==> config.mk <==
export PLATFORM = sky130hd
export DESIGN_NAME = uart_tx_top
export DESIGN_NICKNAME = d
export VERILOG_FILES = /design/src/rtl/fifo_pkg.sv /design/src/rtl/uart_pkg.sv /design/src/rtl/fifo_rd_if.sv /design/src/rtl/baud_timer.sv /design/src/rtl/scfifo.sv /design/src/rtl/scfifo_ram.sv /design/src/rtl/tx_shifter.sv /design/src/rtl/uart_tx_fsm.sv /design/src/rtl/uart_tx_top.sv
export SDC_FILE = /design/constraint.sdc
export NUM_CORES = 1
export LEC_CHECK = 0
export BUFFER_PORTS_ARGS = -buffer_cell sky130_fd_sc_hd__buf_2
export CAP_MARGIN = 20
export CORE_MARGIN = 2
export CORE_UTILIZATION = 43
export CTS_CLUSTER_SIZE = 8
export DETAILED_ROUTE_END_ITERATION = 8
export PLACE_DENSITY = 0.6
export SLEW_MARGIN = 25
export SYNTH_ARGS = -nofsm -noshare
export SYNTH_HDL_FRONTEND = slang
export SYNTH_SLANG_ARGS = --single-unit
==> constraint.sdc <==
create_clock -name aclk -period 4.1 [get_ports aclk]
set_input_delay 0.205 -clock aclk [delete_from_list [all_inputs] [get_ports aclk]]
set_output_delay 0.205 -clock aclk [all_outputs]
set_load 0.05 [all_outputs]
==> src/rtl/fifo_pkg.sv <==
// Byte buffer definitions
`default_nettype none

package fifo_pkg;

    //////////////////////////////////////////////////////////////////////
    // Buffer geometry
    //////////////////////////////////////////////////////////////////////

    // Address bits, depth is a power of two
    localparam int fifo_addr_width = 4;
    localparam int fifo_depth      = 2 ** fifo_addr_width;

    //////////////////////////////////////////////////////////////////////
    // Vector types
    //////////////////////////////////////////////////////////////////////

    // One transmitted byte
    typedef logic [7:0]                 byte_t;
    typedef logic [fifo_addr_width-1:0] fifo_addr_t;
    // Extra MSB is the wrap bit
    typedef logic [fifo_addr_width:0]   fifo_ptr_t;

endpackage

`default_nettype wire

==> src/rtl/uart_pkg.sv <==
// Serial transmitter definitions
`default_nettype none

package uart_pkg;

    //////////////////////////////////////////////////////////////////////
    // Frame timing
    //////////////////////////////////////////////////////////////////////

    // Clock cycles per bit
    localparam int baud_div   = 8;
    // Start, eight data bits, stop
    localparam int frame_bits = 10;

    //////////////////////////////////////////////////////////////////////
    // Counters and state
    //////////////////////////////////////////////////////////////////////

    typedef logic [$clog2(baud_div)-1:0]   baud_cnt_t;
    typedef logic [$clog2(frame_bits)-1:0] bit_cnt_t;

    // Transmit sequencer states
    typedef enum logic [1:0] {
        st_idle,
        st_load,
        st_send
    } tx_state_t;

endpackage

`default_nettype wire

==> src/rtl/fifo_rd_if.sv <==
// FIFO read side bundle
`default_nettype none

interface fifo_rd_if
    import fifo_pkg::*;
();

    // Head of the FIFO, valid while empty is low
    byte_t data;
    logic  empty;
    logic  aempty;
    // One-cycle strobe, ignored when empty
    logic  pull;

    modport fifo_side     (output data, output empty, output aempty, input  pull);
    modport consumer_side (input  data, input  empty, input  aempty, output pull);

endinterface

`default_nettype wire

==> src/rtl/baud_timer.sv <==
// Bit period timer
`default_nettype none

module baud_timer
    import uart_pkg::*;
(
    input  wire  aclk,
    input  wire  aresetn,
    input  wire  baud_start,
    output logic bit_tick
);

    baud_cnt_t cnt;
    logic      cnt_last;

    // Final cycle of a bit period
    assign cnt_last = (cnt == baud_cnt_t'(baud_div - 1));

    // Held at zero between frames
    always_ff @(posedge aclk or negedge aresetn) begin
        if (!aresetn) begin
            cnt <= '0;
        end else if (!baud_start) begin
            cnt <= '0;
        end else if (cnt_last) begin
            cnt <= '0;
        end else begin
            cnt <= cnt + 1'b1;
        end
    end

    // Pulse on the baud_div-th cycle of each bit
    assign bit_tick = baud_start & cnt_last;

endmodule

`default_nettype wire

==> src/rtl/scfifo.sv <==
// Single clock byte FIFO
`default_nettype none

module scfifo
    import fifo_pkg::*;
(
    input  wire        aclk,
    input  wire        aresetn,
    input  wire        flush,
    input  wire byte_t data_in,
    input  wire        push,
    output logic       full,
    output logic       afull,
    fifo_rd_if.fifo_side rd
);

    //////////////////////////////////////////////////////////////////////
    // Declarations
    //////////////////////////////////////////////////////////////////////

    fifo_ptr_t wr_ptr;
    fifo_ptr_t rd_ptr;
    // Number of stored entries
    fifo_ptr_t fill;
    logic      wr_en;
    logic      rd_en;

    // Accepted push and honored pull
    assign wr_en = push & ~full;
    assign rd_en = rd.pull & ~rd.empty;

    //////////////////////////////////////////////////////////////////////
    // Write pointer
    //////////////////////////////////////////////////////////////////////

    always_ff @(posedge aclk or negedge aresetn) begin
        if (!aresetn) begin
            wr_ptr <= '0;
        end else if (flush) begin
            // Flush drops everything stored
            wr_ptr <= '0;
        end else if (wr_en) begin
            wr_ptr <= wr_ptr + 1'b1;
        end
    end

    //////////////////////////////////////////////////////////////////////
    // Read pointer
    //////////////////////////////////////////////////////////////////////

    always_ff @(posedge aclk or negedge aresetn) begin
        if (!aresetn) begin
            rd_ptr <= '0;
        end else if (flush) begin
            rd_ptr <= '0;
        end else if (rd_en) begin
            // Advances on the edge ending the pull cycle
            rd_ptr <= rd_ptr + 1'b1;
        end
    end

    //////////////////////////////////////////////////////////////////////
    // Flags
    //////////////////////////////////////////////////////////////////////

    // Wrap bit makes the distance unambiguous
    assign fill = wr_ptr - rd_ptr;

    assign full      = (fill == fifo_ptr_t'(fifo_depth));
    // One slot left
    assign afull     = (fill == fifo_ptr_t'(fifo_depth - 1));
    assign rd.empty  = (fill == '0);
    // Last entry in the buffer
    assign rd.aempty = (fill == fifo_ptr_t'(1));

    //////////////////////////////////////////////////////////////////////
    // Storage
    //////////////////////////////////////////////////////////////////////

    scfifo_ram i_ram (
        .aclk     (aclk),
        .wr_en    (wr_en),
        .addr_in  (wr_ptr[fifo_addr_width-1:0]),
        .data_in  (data_in),
        .addr_out (rd_ptr[fifo_addr_width-1:0]),
        .data_out (rd.data)
    );

endmodule

`default_nettype wire

==> src/rtl/scfifo_ram.sv <==
// FIFO storage array
`default_nettype none

module scfifo_ram
    import fifo_pkg::*;
(
    input  wire             aclk,
    input  wire             wr_en,
    input  wire fifo_addr_t addr_in,
    input  wire byte_t      data_in,
    input  wire fifo_addr_t addr_out,
    output byte_t           data_out
);

    // One byte per entry
    byte_t mem [fifo_depth];

    // Write port, clocked
    always_ff @(posedge aclk) begin
        if (wr_en) begin
            mem[addr_in] <= data_in;
        end
    end

    // Read port, no latency
    assign data_out = mem[addr_out];

endmodule

`default_nettype wire

==> src/rtl/tx_shifter.sv <==
// Frame shift register
`default_nettype none

module tx_shifter
    import fifo_pkg::*;
    import uart_pkg::*;
(
    input  wire        aclk,
    input  wire        aresetn,
    input  wire        load,
    input  wire        shift,
    input  wire byte_t data,
    output logic       txd
);

    // Bit 0 drives the line
    logic [frame_bits-1:0] frame_q;

    //////////////////////////////////////////////////////////////////////
    // Load and shift
    //////////////////////////////////////////////////////////////////////

    always_ff @(posedge aclk or negedge aresetn) begin
        if (!aresetn) begin
            // Line idles high
            frame_q <= '1;
        end else if (load) begin
            // Stop, data LSB first, start
            frame_q <= {1'b1, data, 1'b0};
        end else if (shift) begin
            // Ones refill from the top
            frame_q <= {1'b1, frame_q[frame_bits-1:1]};
        end
    end

    assign txd = frame_q[0];

endmodule

`default_nettype wire

==> src/rtl/uart_tx_fsm.sv <==
// Transmit sequencer
`default_nettype none

module uart_tx_fsm
    import uart_pkg::*;
(
    input  wire  aclk,
    input  wire  aresetn,
    fifo_rd_if.consumer_side rd,
    output logic baud_start,
    input  wire  bit_tick,
    output logic load,
    output logic shift,
    output logic busy
);

    tx_state_t state;
    tx_state_t state_nxt;
    bit_cnt_t  bit_cnt;
    logic      take;
    logic      last_bit;

    // Byte is read from the FIFO head in st_load
    assign take     = (state == st_load) & ~rd.empty;
    // Tick closing the stop bit
    assign last_bit = bit_tick & (bit_cnt == bit_cnt_t'(frame_bits - 1));

    //////////////////////////////////////////////////////////////////////
    // State machine
    //////////////////////////////////////////////////////////////////////

    always_comb begin
        state_nxt = state;
        case (state)
            st_idle: if (!rd.empty) state_nxt = st_load;
            // A flush may have emptied the FIFO meanwhile
            st_load: state_nxt = rd.empty ? st_idle : st_send;
            st_send: if (last_bit) state_nxt = st_idle;
            default: state_nxt = st_idle;
        endcase
    end

    always_ff @(posedge aclk or negedge aresetn) begin
        if (!aresetn) begin
            state <= st_idle;
        end else begin
            state <= state_nxt;
        end
    end

    // Bit index within the frame
    always_ff @(posedge aclk or negedge aresetn) begin
        if (!aresetn) begin
            bit_cnt <= '0;
        end else if (state != st_send) begin
            bit_cnt <= '0;
        end else if (bit_tick) begin
            bit_cnt <= bit_cnt + 1'b1;
        end
    end

    //////////////////////////////////////////////////////////////////////
    // Outputs
    //////////////////////////////////////////////////////////////////////

    assign rd.pull    = take;
    assign load       = take;
    assign baud_start = (state == st_send);
    assign shift      = baud_start & bit_tick;
    assign busy       = (state != st_idle);

endmodule

`default_nettype wire

==> src/rtl/uart_tx_top.sv <==
// Buffered serial transmitter
`default_nettype none

module uart_tx_top
    import fifo_pkg::*;
(
    input  wire        aclk,
    input  wire        aresetn,
    input  wire        flush,
    input  wire byte_t data_in,
    input  wire        push,
    output logic       full,
    output logic       afull,
    output logic       txd,
    output logic       busy
);

    // Sequencer to timer and shifter
    logic baud_start;
    logic bit_tick;
    logic load;
    logic shift;

    fifo_rd_if rd_bus ();

    // Byte buffer
    scfifo i_fifo (
        .aclk    (aclk),
        .aresetn (aresetn),
        .flush   (flush),
        .data_in (data_in),
        .push    (push),
        .full    (full),
        .afull   (afull),
        .rd      (rd_bus.fifo_side)
    );

    uart_tx_fsm i_fsm (
        .aclk       (aclk),
        .aresetn    (aresetn),
        .rd         (rd_bus.consumer_side),
        .baud_start (baud_start),
        .bit_tick   (bit_tick),
        .load       (load),
        .shift      (shift),
        .busy       (busy)
    );

    baud_timer i_baud (
        .aclk       (aclk),
        .aresetn    (aresetn),
        .baud_start (baud_start),
        .bit_tick   (bit_tick)
    );

    // FIFO head goes straight into the frame
    tx_shifter i_shifter (
        .aclk    (aclk),
        .aresetn (aresetn),
        .load    (load),
        .shift   (shift),
        .data    (rd_bus.data),
        .txd     (txd)
    );

endmodule

`default_nettype wire

==> results.md <==
- Share of cells above drive strength 1: 25.4%
- Tmin final: 3.21 ns
- Finished Layout Cells: 589
- Port buffer count: 15
- Crit path max-delay family: adder cells
- Main flop type after synthesis: edfxtp_1
- GR Util All Layers: 17.5%
- Synth warnings: 0
- Worst setup margin: 0.890 ns
- Syn_area_per_cell: 18.0 um2
- DR vias: 3356
- Syn Nets: 389
- Post-place setup slack: 0.894 ns
- Startpoint types: flop
- Antenna cells: 0
- Reg2Reg Depth: 9
- DR pass1 iterations: 5
- Vias per cell: 5.70
- Syn-to-layout area delta: 13.4%
- Final WL: 13300 um
- Max stage delay on crit path: 0.49 ns
- First-pass GRT wire length: 20300 um
- Seq/Total Area, Yosys: 69.8%
- Largest net degree at the start of global routing: 37
- Placed instance count: 556
- CP Capture Type: output port
- Clock skew: 0.00685 ns
- Least-Margin Pin Slew: 0.787 ns
- Final core utilization: 49.2%
- Die area: 0.0162 mm2
- Antenna violations before repair: 0
- Synth cell types: 49
- Cells after Synth: 363
- Period utilization: 78.3%
- CP most frequent cell: inv_1
- Post-route ant nets: 0
- Yosys reg bits: 156
- Hold Vio Cnt, Final: 0
- Post-DP HPWL: 8690 um
- Die Height: 127 um
- Setup TNS: 0 ns
- PostCTS Resize Cnt: 0
- Worst-path maximum fanout: 9
- CP Depth: 8
- # rows: 45
- Mapped cell area: 0.00653 mm2
- Worst Path Required: 3.89 ns
- Lkg Pwr: 2.55 nW
- Clk slew on worst S/H paths: 0.06 ns
- Final net count: 414
- Hold Path Depth: 2
- Data arrival, critical path: 3.01 ns
- Setup Crit Path Kind: flop to output port
- Highest Clock Rate: 312 MHz
- FFs w/ async S/R, synth: 17.9%
- DRC Markers: 0
- TritonCTS clock tree: done
- PD cells: 595 mW/mm2
- RePlAce Congestion: 0.805
- FILL cells: 1237
- HP Class: input pin to flop
- Unrepaired setup endpoints after global routing: false
- Skew-Pair Late Insertion Delay: 0.42 ns
- I/O pin count: 16
- Initial DRC Count: 277
- Average wire per standard cell: 22.7 um
- Clk buf depth: 2
- Status: finished clean
- Root buf cell: clkbuf_16
- Chip width: 127 um
- CTS Hold Buffers Added: 1
- Final Max Tran Viols: 0
- Setup Fix Bufs, Post-CTS: 0
- Rel. slew slack: 47.4%
- Initial Util: 43.4%
- Final setup fails: 0
- Crit path cell chain: inv_1, ha_1, inv_1, fa_1, nor3b_1, nand4b_1, a211oi_4, buf_2
- Bufs and invs on worst path: 3
- H-tree levels: 4
- Max-cap violations: 0
- Total power: 4.40 mW
- Area of the core: 0.0150 mm2
- Maximum VDD drop: 295 uV
- Grt total ovfl: 0
- Critical path's slowest cell: a211oi_4
- Vias in the first global route: 3369
- Inserted Clock Buffers: 17
- Clk sinks: 156
- Number of synthesized flops with an enable pin: 128
## final cells by class
cell class	instances	area, um2	area share [%]
sequential	156	4560	61.6
inverter	9	33.8	0.456
clock buffer	17	425	5.75
clock inverter	15	168	2.27
tap	188	235	3.18
timing repair buffer	20	115	1.56
multi-input combinational	184	1870	25.2
## cells in the mapped netlist, drive strengths merged, types with 2 or more instances
cell type  count  area share (%)
a211oi         6            0.88
a21oi          8            0.61
a221o          5            0.77
a221oi         3            0.40
a22o           3            0.40
a22oi         10             1.2
and2           3            0.29
and3          14             1.3
buf            9            0.86
clkbuf         5            0.29
dfrtp         19             7.3
dfstp          9             3.6
edfxtp       128              59
ha            13             2.5
inv            9            0.52
mux2           6             1.2
mux2i          7             1.1
mux4          32              11
nand2          3            0.17
nand2b         4            0.38
nand3          3            0.23
nand3b         2            0.23
nand4          2            0.19
nor2          22             1.3
nor2b          7            0.71
nor3           3            0.23
nor3b          4            0.54
o21ai          4            0.31
or2            2            0.19
or3            3            0.29
xnor2          2            0.27
xor2           4            0.54
## path summary, 6_finish.rpt
check | startpoint | endpoint | slack (ns)
hold reg to reg | i_baud.cnt[0] | i_baud.cnt[0] | 0.44
hold / removal | flush | i_fifo.wr_ptr[2] | 0.16
setup reg to reg | i_fifo.wr_ptr[0] | i_fifo.i_ram.mem[12][1] | 0.92
setup / recovery | i_fifo.wr_ptr[0] | full | 0.89
min in group asynchronous | aresetn | i_fsm.bit_cnt[2] | 0.34
max in group asynchronous | aresetn | i_fifo.rd_ptr[0] | 3.31
## logic make-up (layout without fill, tap and decap cells)
group,count (synthesis),count (layout),synth area share (%)
flip-flops,156,156,69.8
buffers and inverters,23,61,1.67
AND/OR/NAND/NOR,75,75,6.48
adder cells (fa/ha/maj),14,14,2.80
AO/OA/AOI/OAI,44,44,5.18
XOR/XNOR,6,6,0.805
multiplexers,45,45,13.3
## where the power goes
group | internal [mW] | switching, mW | total [mW] | leakage [nW]
Clock | 0.904 | 0.642 | 1.55 | 0.278
Combinational | 0.401 | 0.551 | 0.952 | 0.763
Sequential | 1.85 | 0.0528 | 1.91 | 1.51
## flip-flops by register name, indices dropped and copies added, names as in the netlist
signal             cells
i_shifter.frame_q      9
i_fifo.wr_ptr          5
i_fsm.bit_cnt          4
i_fifo.i_ram.mem     128
i_baud.cnt             3
i_fsm.state            2
i_fifo.rd_ptr          5
## routing by layer
metal	vias up	wire length (um)	share of wire [%]	global-route usage, %
li1	1516	-	-	-
met1	1745	6020	45	23.5
met2	80	6600	49	28.4
met3	15	557	4.2	4.40
met4	0	179	1.3	5.24
met5	-	0	0	0
## per-stage QoR
step           cell area, um2  hold WS [ns]
2_1_floorplan            6530       -0.0906
5_1_grt                  7400         0.171
4_1_cts                  7400         0.148
3_3_place_gp             6790         0.249
6_report                 7400         0.164
3_5_place_dp             6800         0.270
## cell usage in the layout (no fill, tap or decap), drive strengths merged, types with 7 or more instances in the layout
| cell | instances |
|---|---|
| a22oi | 10 |
| dfrtp | 19 |
| dfstp | 9 |
| mux2i | 7 |
| clkbuf | 17 |
| and3 | 14 |
| buf | 19 |
| nor2b | 7 |
| ha | 13 |
| inv | 11 |
| a21oi | 8 |
| clkinv | 8 |
| nor2 | 22 |
| mux4 | 32 |
| edfxtp | 128 |
Note: power is estimated with default switching activity, not from simulation.
